`src/hdl/fe_diag_pkg.sv`:
```
// Diagnostic bus definitions
`default_nettype none

package fe_diag_pkg;

  // Diagnostic function codes
  typedef enum logic [6:0] {
    DF_CRAM_W0     = 7'o051,
    DF_CRAM_W1     = 7'o052,
    DF_CRAM_W2     = 7'o053,
    DF_CRAM_W3     = 7'o054,
    DF_CRAM_W4     = 7'o055,
    DF_CRAM_W5     = 7'o056,
    DF_CRAM_ADR    = 7'o057,
    DF_DRAM_EVEN   = 7'o060,
    DF_DRAM_ODD    = 7'o061,
    DF_DRAM_COMMON = 7'o062,
    DF_DRAM_ADR    = 7'o075
  } diag_func_e;

  // One EBUS word
  typedef logic [35:0] diag_data_t;

  // Strobe high time and the low time after it, in clocks
  localparam int DIAG_HOLD_CYCLES = 4;
  localparam int DIAG_GAP_CYCLES  = 1;

  // Timing counter width, covers the longer of the two phases
  localparam int DIAG_CNT_W = $clog2(DIAG_HOLD_CYCLES) + 1;

  // Good and bad line counters
  localparam int LINE_CNT_W = 8;

endpackage

`default_nettype wire

```
`src/hdl/fe_file_pkg.sv`:
```
// Microcode load file format
`default_nettype none

package fe_file_pkg;

  //////////////////////////////////////////////////
  // Words and record types
  //////////////////////////////////////////////////

  // One decoded file word
  typedef logic [15:0] word16_t;

  // Record type from the first character of a line
  typedef enum logic [1:0] {
    REC_C     = 2'd0,
    REC_D     = 2'd1,
    REC_Z     = 2'd2,
    REC_OTHER = 2'd3
  } rec_kind_e;

  // File words per RAM entry
  localparam int CRAM_WORDS_PER_ENTRY = 6;
  // Even, odd and common word per location pair
  localparam int DRAM_WORDS_PER_ENTRY = 3;

  // RAM address widths
  localparam int CRAM_ADDR_W = 11;
  localparam int DRAM_ADDR_W = 8;

  //////////////////////////////////////////////////
  // Characters
  //////////////////////////////////////////////////

  localparam logic [7:0] CHAR_COMMENT = 8'h3B;
  localparam logic [7:0] CHAR_COMMA   = 8'h2C;
  localparam logic [7:0] CHAR_NEWLINE = 8'h0A;
  localparam logic [7:0] CHAR_CR      = 8'h0D;

  // Payload bits carried by one character
  localparam int FIELD_BITS = 6;

endpackage

`default_nettype wire

```
`src/hdl/fe_entry_if.sv`:
```
// RAM entry channel
`default_nettype none
`timescale 1ns/1ps

interface fe_entry_if;
  import fe_file_pkg::*;

  // DRAM pair when set, CRAM word otherwise
  logic is_dram;

  // DRAM uses the low bits only
  logic [CRAM_ADDR_W-1:0] addr;

  // Slot 0 holds the first file word of the group
  word16_t [CRAM_WORDS_PER_ENTRY-1:0] data;

  // Handshake
  logic valid;
  logic ready;

  modport source (
    output is_dram, addr, data, valid,
    input  ready
  );

  modport sink (
    input  is_dram, addr, data, valid,
    output ready
  );

endinterface

`default_nettype wire

```
`src/hdl/fe_word_if.sv`:
```
// Decoded file word channel
`default_nettype none
`timescale 1ns/1ps

interface fe_word_if;
  import fe_file_pkg::*;

  // Word value and the type of its line
  word16_t   word;
  rec_kind_e kind;

  // First word of a line
  logic first;
  // Word was closed by a newline
  logic last;

  // Handshake
  logic valid;
  logic ready;

  modport source (
    output word, kind, first, last, valid,
    input  ready
  );

  modport sink (
    input  word, kind, first, last, valid,
    output ready
  );

endinterface

`default_nettype wire

```
`src/hdl/asciiz_decoder.sv`:
```
// Load file character decoder
`default_nettype none
`timescale 1ns/1ps

module asciiz_decoder (
  input  wire        clk,
  input  wire        rst_n,
  input  wire        wb_cyc,
  input  wire        wb_stb,
  input  wire        wb_we,
  input  wire  [7:0] wb_dat_i,
  output logic       wb_ack,
  output logic [7:0] wb_dat_o,
  fe_word_if.source  words
);
  import fe_file_pkg::*;

  // Position within the current line
  typedef enum logic [1:0] {
    D_LINE_START,
    D_AFTER_TYPE,
    D_FIELDS,
    D_COMMENT
  } dstate_e;

  dstate_e    state;
  rec_kind_e  line_kind;
  rec_kind_e  type_kind;
  word16_t    acc;
  logic       first_pend;
  logic       hold_vld;
  logic [7:0] hold_char;
  logic       in_delim;
  logic       req_ok;
  logic       is_delim;
  logic       emit;

  //////////////////////////////////////////////////
  // Wishbone slave
  //////////////////////////////////////////////////

  // Incoming write that would close a field
  assign in_delim = wb_we && (wb_dat_i == CHAR_COMMA || wb_dat_i == CHAR_NEWLINE);

  // No back to back acks, and hold off a delimiter until the word register drains
  assign req_ok = wb_cyc && wb_stb && !wb_ack && !(in_delim && words.valid);

  // Reads return zero
  assign wb_dat_o = 8'h00;

  always_ff @(posedge clk) begin
    if (!rst_n) begin
      wb_ack   <= 1'b0;
      hold_vld <= 1'b0;
    end else begin
      wb_ack   <= req_ok;
      hold_vld <= req_ok && wb_we;
    end
  end

  // Holding stage, decoded during the ack cycle
  always_ff @(posedge clk) begin
    if (req_ok) begin
      hold_char <= wb_dat_i;
    end
  end

  //////////////////////////////////////////////////
  // Field decode
  //////////////////////////////////////////////////

  assign is_delim = (hold_char == CHAR_COMMA) || (hold_char == CHAR_NEWLINE);
  assign emit     = hold_vld && (state == D_FIELDS) && is_delim;

  always_comb begin
    unique case (hold_char)
      "C":     type_kind = REC_C;
      "D":     type_kind = REC_D;
      "Z":     type_kind = REC_Z;
      default: type_kind = REC_OTHER;
    endcase
  end

  always_ff @(posedge clk) begin
    if (!rst_n) begin
      state       <= D_LINE_START;
      acc         <= '0;
      first_pend  <= 1'b0;
      words.valid <= 1'b0;
    end else begin
      if (words.valid && words.ready) begin
        words.valid <= 1'b0;
      end
      // Carriage returns never change anything
      if (hold_vld && hold_char != CHAR_CR) begin
        unique case (state)
          D_LINE_START: begin
            if (hold_char == CHAR_COMMENT) begin
              state <= D_COMMENT;
            end else if (hold_char != CHAR_NEWLINE) begin
              state      <= D_AFTER_TYPE;
              first_pend <= 1'b1;
              acc        <= '0;
            end
          end
          // Separator after the type letter
          D_AFTER_TYPE: begin
            state <= (hold_char == CHAR_NEWLINE) ? D_LINE_START : D_FIELDS;
          end
          D_FIELDS: begin
            if (is_delim) begin
              words.valid <= 1'b1;
              first_pend  <= 1'b0;
              acc         <= '0;
              if (hold_char == CHAR_NEWLINE) begin
                state <= D_LINE_START;
              end
            end else begin
              // Most significant field arrives first
              acc <= word16_t'({acc, hold_char[FIELD_BITS-1:0]});
            end
          end
          default: begin
            if (hold_char == CHAR_NEWLINE) begin
              state <= D_LINE_START;
            end
          end
        endcase
      end
    end
  end

  // Word payload and line type
  always_ff @(posedge clk) begin
    if (hold_vld && state == D_LINE_START) begin
      line_kind <= type_kind;
    end
    if (emit) begin
      words.word  <= acc;
      words.kind  <= line_kind;
      words.first <= first_pend;
      words.last  <= (hold_char == CHAR_NEWLINE);
    end
  end

  // Host must keep the request up through the ack
  a_ack_in_cycle: assert property (@(posedge clk) disable iff (!rst_n)
    wb_ack |-> (wb_cyc && wb_stb));

endmodule

`default_nettype wire

```
`src/hdl/diag_writer.sv`:
```
// Diagnostic bus RAM writer
`default_nettype none
`timescale 1ns/1ps

module diag_writer (
  input  wire                      clk,
  input  wire                      rst_n,
  fe_entry_if.sink                 entries,
  output fe_diag_pkg::diag_func_e  diag_func,
  output fe_diag_pkg::diag_data_t  diag_data,
  output logic                     diag_strobe
);
  import fe_file_pkg::*;
  import fe_diag_pkg::*;

  typedef enum logic [1:0] {
    W_IDLE,
    W_STROBE,
    W_GAP
  } wstate_e;

  wstate_e                            state;
  logic [DIAG_CNT_W-1:0]              cnt;
  logic [2:0]                         widx;
  logic [2:0]                         wlast;
  logic                               e_dram;
  logic [CRAM_ADDR_W-1:0]             e_addr;
  word16_t [CRAM_WORDS_PER_ENTRY-1:0] e_data;

  // One entry at a time
  assign entries.ready = (state == W_IDLE);
  assign diag_strobe   = (state == W_STROBE);

  // Address write plus one write per data word
  assign wlast = e_dram ? 3'(DRAM_WORDS_PER_ENTRY) : 3'(CRAM_WORDS_PER_ENTRY);

  //////////////////////////////////////////////////
  // Write list
  //////////////////////////////////////////////////

  always_comb begin
    if (widx == 3'd0) begin
      diag_data = diag_data_t'(e_addr);
    end else begin
      diag_data = diag_data_t'(e_data[widx - 3'd1]);
    end
    unique case (widx)
      3'd0:    diag_func = e_dram ? DF_DRAM_ADR    : DF_CRAM_ADR;
      3'd1:    diag_func = e_dram ? DF_DRAM_EVEN   : DF_CRAM_W0;
      3'd2:    diag_func = e_dram ? DF_DRAM_ODD    : DF_CRAM_W1;
      3'd3:    diag_func = e_dram ? DF_DRAM_COMMON : DF_CRAM_W2;
      3'd4:    diag_func = DF_CRAM_W3;
      3'd5:    diag_func = DF_CRAM_W4;
      default: diag_func = DF_CRAM_W5;
    endcase
  end

  //////////////////////////////////////////////////
  // Strobe timing
  //////////////////////////////////////////////////

  always_ff @(posedge clk) begin
    if (!rst_n) begin
      state <= W_IDLE;
      cnt   <= '0;
      widx  <= '0;
    end else begin
      unique case (state)
        W_IDLE: begin
          if (entries.valid) begin
            state <= W_STROBE;
            cnt   <= '0;
            widx  <= '0;
          end
        end
        W_STROBE: begin
          if (cnt == DIAG_CNT_W'(DIAG_HOLD_CYCLES - 1)) begin
            state <= W_GAP;
            cnt   <= '0;
          end else begin
            cnt <= cnt + 1'b1;
          end
        end
        default: begin
          if (cnt == DIAG_CNT_W'(DIAG_GAP_CYCLES - 1)) begin
            cnt <= '0;
            // Done after the last word of the entry
            if (widx == wlast) begin
              state <= W_IDLE;
            end else begin
              widx  <= widx + 1'b1;
              state <= W_STROBE;
            end
          end else begin
            cnt <= cnt + 1'b1;
          end
        end
      endcase
    end
  end

  // Entry latch
  always_ff @(posedge clk) begin
    if (entries.valid && entries.ready) begin
      e_dram <= entries.is_dram;
      e_addr <= entries.addr;
      e_data <= entries.data;
    end
  end

  // Function and data hold for the whole strobe
  a_bus_stable: assert property (@(posedge clk) disable iff (!rst_n)
    (diag_strobe ##1 diag_strobe) |-> ($stable(diag_func) && $stable(diag_data)));

endmodule

`default_nettype wire

```
`src/hdl/fe_loader.sv`:
```
// Front end microcode loader
`default_nettype none
`timescale 1ns/1ps

module fe_loader (
  input  wire                                 clk,
  input  wire                                 rst_n,
  // Host character port
  input  wire                                 wb_cyc,
  input  wire                                 wb_stb,
  input  wire                                 wb_we,
  input  wire  [7:0]                          wb_dat_i,
  output logic                                wb_ack,
  output logic [7:0]                          wb_dat_o,
  // Diagnostic bus
  output fe_diag_pkg::diag_func_e             diag_func,
  output fe_diag_pkg::diag_data_t             diag_data,
  output logic                                diag_strobe,
  // Line status
  output logic [fe_diag_pkg::LINE_CNT_W-1:0]  lines_ok,
  output logic [fe_diag_pkg::LINE_CNT_W-1:0]  lines_bad
);

  fe_word_if  word_bus ();
  fe_entry_if entry_bus ();

  // Characters in, file words out
  asciiz_decoder u_decoder (
    .clk      (clk),
    .rst_n    (rst_n),
    .wb_cyc   (wb_cyc),
    .wb_stb   (wb_stb),
    .wb_we    (wb_we),
    .wb_dat_i (wb_dat_i),
    .wb_ack   (wb_ack),
    .wb_dat_o (wb_dat_o),
    .words    (word_bus.source)
  );

  // Words into RAM entries and line counts
  record_parser u_parser (
    .clk       (clk),
    .rst_n     (rst_n),
    .words     (word_bus.sink),
    .entries   (entry_bus.source),
    .lines_ok  (lines_ok),
    .lines_bad (lines_bad)
  );

  // Entries onto the diagnostic bus
  diag_writer u_writer (
    .clk         (clk),
    .rst_n       (rst_n),
    .entries     (entry_bus.sink),
    .diag_func   (diag_func),
    .diag_data   (diag_data),
    .diag_strobe (diag_strobe)
  );

endmodule

`default_nettype wire

```
`src/hdl/record_parser.sv`:
```
// Load file record parser
`default_nettype none
`timescale 1ns/1ps

module record_parser (
  input  wire                                   clk,
  input  wire                                   rst_n,
  fe_word_if.sink                               words,
  fe_entry_if.source                            entries,
  output logic [fe_diag_pkg::LINE_CNT_W-1:0]    lines_ok,
  output logic [fe_diag_pkg::LINE_CNT_W-1:0]    lines_bad
);
  import fe_file_pkg::*;

  // Field position within a line, the checksum is whichever word carries last
  typedef enum logic [1:0] {
    P_WC,
    P_ADR,
    P_DATA
  } pstate_e;

  pstate_e                state;
  pstate_e                cur_state;
  word16_t                sum;
  word16_t                sum_next;
  word16_t                wc;
  word16_t                ndata;
  logic [CRAM_ADDR_W-1:0] addr;
  logic [CRAM_ADDR_W-1:0] addr_next;
  logic [2:0]             slot;
  logic [2:0]             grp_last;
  logic                   xfer;
  logic                   packs;
  logic                   grp_done;
  logic                   line_end;
  logic                   line_skip;
  logic                   line_bad;

  //////////////////////////////////////////////////
  // Word handshake
  //////////////////////////////////////////////////

  // Stall words while an entry waits for the writer
  assign words.ready = !entries.valid;
  assign xfer        = words.valid && words.ready;

  // A first word always restarts the line
  assign cur_state = words.first ? P_WC : state;

  // Running sum over every word of the line
  assign sum_next = (words.first ? word16_t'(0) : sum) + words.word;

  //////////////////////////////////////////////////
  // Entry grouping
  //////////////////////////////////////////////////

  assign packs    = (words.kind == REC_C) || (words.kind == REC_D);
  assign grp_last = (words.kind == REC_D) ? 3'(DRAM_WORDS_PER_ENTRY - 1)
                                          : 3'(CRAM_WORDS_PER_ENTRY - 1);
  assign grp_done = xfer && !words.last && (cur_state == P_DATA) && packs &&
                    (slot == grp_last);

  // DRAM steps over a location pair and stays inside its 8 bits
  assign addr_next = (words.kind == REC_D) ?
                     {{(CRAM_ADDR_W - DRAM_ADDR_W){1'b0}},
                      DRAM_ADDR_W'(addr[DRAM_ADDR_W-1:0] + DRAM_ADDR_W'(2))} :
                     addr + 1'b1;

  //////////////////////////////////////////////////
  // Line check
  //////////////////////////////////////////////////

  assign line_end = xfer && words.last;

  // Section end lines and Z lines are not counted
  assign line_skip = (words.kind == REC_Z) || ((cur_state != P_WC) && (wc == '0));

  assign line_bad = (sum_next != '0) || (ndata != wc) || (words.kind == REC_OTHER) ||
                    (cur_state != P_DATA);

  always_ff @(posedge clk) begin
    if (!rst_n) begin
      state         <= P_WC;
      entries.valid <= 1'b0;
      lines_ok      <= '0;
      lines_bad     <= '0;
    end else begin
      if (entries.valid && entries.ready) begin
        entries.valid <= 1'b0;
      end
      if (grp_done) begin
        entries.valid <= 1'b1;
      end
      if (line_end) begin
        state <= P_WC;
        if (!line_skip) begin
          if (line_bad) begin
            lines_bad <= lines_bad + 1'b1;
          end else begin
            lines_ok <= lines_ok + 1'b1;
          end
        end
      end else if (xfer) begin
        unique case (cur_state)
          P_WC:    state <= P_ADR;
          P_ADR:   state <= P_DATA;
          default: state <= P_DATA;
        endcase
      end
    end
  end

  // Line fields, group buffer and entry payload
  always_ff @(posedge clk) begin
    if (xfer) begin
      sum <= sum_next;
    end
    if (xfer && !words.last) begin
      unique case (cur_state)
        P_WC: begin
          wc    <= words.word;
          ndata <= '0;
          slot  <= '0;
        end
        P_ADR: begin
          addr <= (words.kind == REC_D) ? CRAM_ADDR_W'(words.word[DRAM_ADDR_W-1:0])
                                        : words.word[CRAM_ADDR_W-1:0];
        end
        default: begin
          ndata <= ndata + 1'b1;
          if (packs) begin
            entries.data[slot] <= words.word;
            if (slot == grp_last) begin
              slot            <= '0;
              entries.addr    <= addr;
              entries.is_dram <= (words.kind == REC_D);
              addr            <= addr_next;
            end else begin
              slot <= slot + 1'b1;
            end
          end
        end
      endcase
    end
  end

  // Entry stays offered and unchanged until the writer takes it
  a_entry_hold: assert property (@(posedge clk) disable iff (!rst_n)
    (entries.valid && !entries.ready) |=> (entries.valid && $stable(entries.addr)));

endmodule

`default_nettype wire

```
`config.mk`:
```
export PLATFORM = sky130hd
export DESIGN_NAME = fe_loader
export DESIGN_NICKNAME = d
export VERILOG_FILES = /design/src/hdl/fe_diag_pkg.sv /design/src/hdl/fe_file_pkg.sv /design/src/hdl/fe_entry_if.sv /design/src/hdl/fe_word_if.sv /design/src/hdl/asciiz_decoder.sv /design/src/hdl/diag_writer.sv /design/src/hdl/fe_loader.sv /design/src/hdl/record_parser.sv
export SDC_FILE = /design/constraint.sdc
export NUM_CORES = 1
export LEC_CHECK = 0
export ABC_AREA = 1
export CAP_MARGIN = 10
export CORE_ASPECT_RATIO = 1.1
export CORE_UTILIZATION = 64
export DETAILED_ROUTE_END_ITERATION = 10
export DONT_BUFFER_PORTS = 1
export HOLD_SLACK_MARGIN = 0.12
export PLACE_DENSITY = 0.9
export SLEW_MARGIN = 20
export SYNTH_ARGS = -nofsm -noshare
export SYNTH_HDL_FRONTEND = slang
export SYNTH_SLANG_ARGS = --single-unit
```
`constraint.sdc`:
```
create_clock -name clk -period 7.8 [get_ports clk]
set_input_delay 1.17 -clock clk [delete_from_list [all_inputs] [get_ports clk]]
set_output_delay 1.17 -clock clk [all_outputs]
set_load 0.01 [all_outputs]
```
==> metrics.csv <==
metric;value;unit
Final HPWL DP;22.2;mm
dominant synthesized flop cell;edfxtp_1;
required time of the critical path;6.63;ns
chip width;151;um
share of cells above drive strength 1;7.09;%
antenna-violating nets left;0;
Worst Clk Skew;0.0356;ns
vias;10700;
CTS Buffer Depth;3;
cts hold-fix bufs;0;
maximum number of pins on one net before global-route repair;57;
GPL Wtd Cong;0.920;
Setup TNS Final;0;ns
Layout Nets;1569;
Reg clk slew, reported paths;0.06;ns
Fin. Hold Viols;0;
Area growth syn-to-layout;9.45;%
final wirelength;34.4;mm
critical-path cell list;buf_4 > inv_1 > ha_1 > inv_1 > nor2_1 > buf_4 > a22oi_1 > o21ai_0;
all-layer global routing usage;27.7;%
Starting Density;65.8;%
worst slew pin tran;1.10;ns
commonest non-fill, non-tap cell in the layout;nand2_1;
leakage;0.00670;uW
Die ar.;0.0251;mm2
CTS tree;yes;
Worst-Skew Late Latency;0.55;ns
Post-Layout Inst Area;0.0172;mm2
# IOs;82;
maximum clock frequency;0.192;GHz
Crit Path Max Fanout;47;
syn_area_per_cell;10.4;um2
RSZ-0062 raised after global routing;no;
CTS Sinks;357;
Die H;166;um
number of synthesized register bits;357;
crit path launch type;flip-flop;
first-pass GRT wire length;53.1;mm
wire length per cell;18.5;um
post-synthesis cell area;0.0157;mm2
Slew HR;26.3;%
min Tclk post-route;5.21;ns
number of max-cap violations;0;
sequential-to-total area share from yosys stat;65.2;%
crit path DAT;4.04;ns
vias in the first global route;10500;
# rows;59;
ys async rst share;0;%
Core Box Area;0.0238;mm2
DP Area;0.0160;mm2
Initial DRT Pass Iterations;5;
initial antenna violation count;0;
fin crit share;66.8;%
Pwr Density;222;mW/mm2
Yosys warning count;0;
vias per cell;5.76;
number of buffers created by CTS;35;
root buffer cell;clkbuf_16;
grt ovf;0;
Residual DRC;0;
post-CTS setup buffers;0;
H-Tree Depth;2;
Crit path max-delay family;buffers and inverters;
WP buf/inv;4;
EDFF count, synth;308;
Max Slew Vio Count;0;
Max rail drop VDD;177;uV
Iter 0 DRT Violations;874;
CP max stage cell;ha_1;
status;finished clean;
commonest cells after routing, fill and taps aside;nand2_1 (344), edfxtp_1 (308), inv_1 (188);
synth unique cells;46;
Crit Path Category;reg -> out;
Worst Setup End Kind;output port;
Gate Count Post-Synth;1506;
Resized cells post-CTS;0;
diode count;0;
input/output buffers;0;
CP max stage delay;0.82;ns
Final Setup Violations;0;
Worst Hold Class;reg -> reg;
-- synth_stat cells (2+ instances only) --
cell / n / area share [%]
inv_2: 6 / 0.14
nor2_1: 157 / 3.8
a211oi_1: 4 / 0.19
clkinv_1: 2 / 0.048
buf_2: 6 / 0.19
xnor2_1: 12 / 0.67
clkbuf_1: 27 / 0.65
o2111ai_1: 2 / 0.11
nor3_1: 23 / 0.73
dfxtp_1: 49 / 6.3
xor2_1: 7 / 0.39
a22oi_1: 11 / 0.53
o22ai_1: 17 / 0.68
and2_1: 3 / 0.12
a21oi_1: 60 / 1.9
nand2_1: 344 / 8.2
nand4_1: 21 / 0.84
nor4_1: 13 / 0.52
nor2_2: 11 / 0.44
or2_2: 3 / 0.12
inv_1: 188 / 4.5
ha_1: 31 / 2.5
a31oi_1: 2 / 0.080
o221ai_1: 3 / 0.17
nand2_2: 8 / 0.32
o21ai_0: 70 / 2.2
edfxtp_1: 308 / 59
nand3_1: 70 / 2.2
buf_4: 30 / 1.4
conb_1: 2 / 0.048
-- where the power goes --
group | switching, uW | internal (uW) | total [uW] | leakage, uW
clock | 712 | 1020 | 1740 | 0.000575
sequential | 2.70 | 2050 | 2050 | 0.00317
combinational | 18.0 | 3.10 | 21.1 | 0.00296
-- per-layer routing --
metal  global-route usage [%]  vias up  wire (um)
met5                        0        -          0
met4                     14.7        0       1660
met3                     4.18      115       2520
met2                     49.0      536      17700
met1                     32.0     4988      12500
li1                         -     5056          -
-- cell families after synthesis --
family	synth area share [%]
buf+inv	6.99
fa+ha+maj	2.60
flops	65.2
xor+xnor	1.06
other cells	0.0479
compound gates	6.21
simple gates	17.9
-- metrics by stage --
| step | instances | util, % | power (uW) | hold WS (ns) | worst slack [ns] |
|---|---|---|---|---|---|
| 2_1_floorplan | 1534 | - | 2120 | 0.400 | 1.82 |
| 3_3_place_gp | 1792 | 67.1 | 2110 | 0.400 | 3.55 |
| 3_5_place_dp | 1792 | 67.1 | 2110 | 0.405 | 3.28 |
| 4_1_cts | 1856 | 72.0 | 3820 | 0.396 | 2.63 |
| 5_1_grt | 1856 | 72.0 | 3890 | 0.409 | 2.49 |
| 6_report | 1856 | 72.0 | 3810 | 0.400 | 2.59 |
-- registers in the layout, summed over array words and instances, names as in the netlist, 2 cells and up --
signal / cells
u_parser.entries.data: 96
u_writer.e_data: 96
u_decoder.acc: 16
u_decoder.words.word: 16
u_parser.ndata: 16
u_parser.sum: 16
u_parser.wc: 16
u_parser.addr: 11
u_parser.entries.addr: 11
u_writer.e_addr: 11
u_decoder.hold_char: 8
u_parser.lines_bad: 8
u_parser.lines_ok: 8
u_parser.slot: 3
u_writer.cnt: 3
u_writer.widx: 3
u_decoder.line_kind: 2
u_decoder.state: 2
u_decoder.words.kind: 2
u_parser.state: 2
u_writer.state: 2
-- path summary, 6_finish.rpt --
| path | start | end | slack, ns | depth (start not counted) |
|---|---|---|---|---|
| worst max register to register | u_decoder.words.first | u_parser.lines_ok[2] | 4.29 | 18 |
| worst min-delay path | u_parser.entries.data[57] | u_writer.e_data[57] | 0.40 | 0 |
| worst min register to register | u_parser.entries.data[57] | u_writer.e_data[57] | 0.40 | 0 |
| worst max-delay path | u_writer.widx[0] | diag_data[10] | 2.59 | 8 |
-- layout make-up --
class	count	area, um2
clock inverters	22	243
well taps	305	382
multi-input cells	917	4520
inverters	196	736
clock buffers	42	933
fillers	1503	6670
flip-flops and latches	357	10200
repair buffers	17	128
-- worst reg2reg max path: cells and delay by family (launching register included) --
| family | cells | cell delay [ns] |
|---|---|---|
| adder cells (fa/ha/maj) | 2 | 0.65 |
| AND/OR/NAND/NOR | 14 | 1.87 |
| flip-flops | 1 | 0.67 |
| buffers and inverters | 2 | 0.20 |
Note: power is estimated with default switching activity, not from simulation.
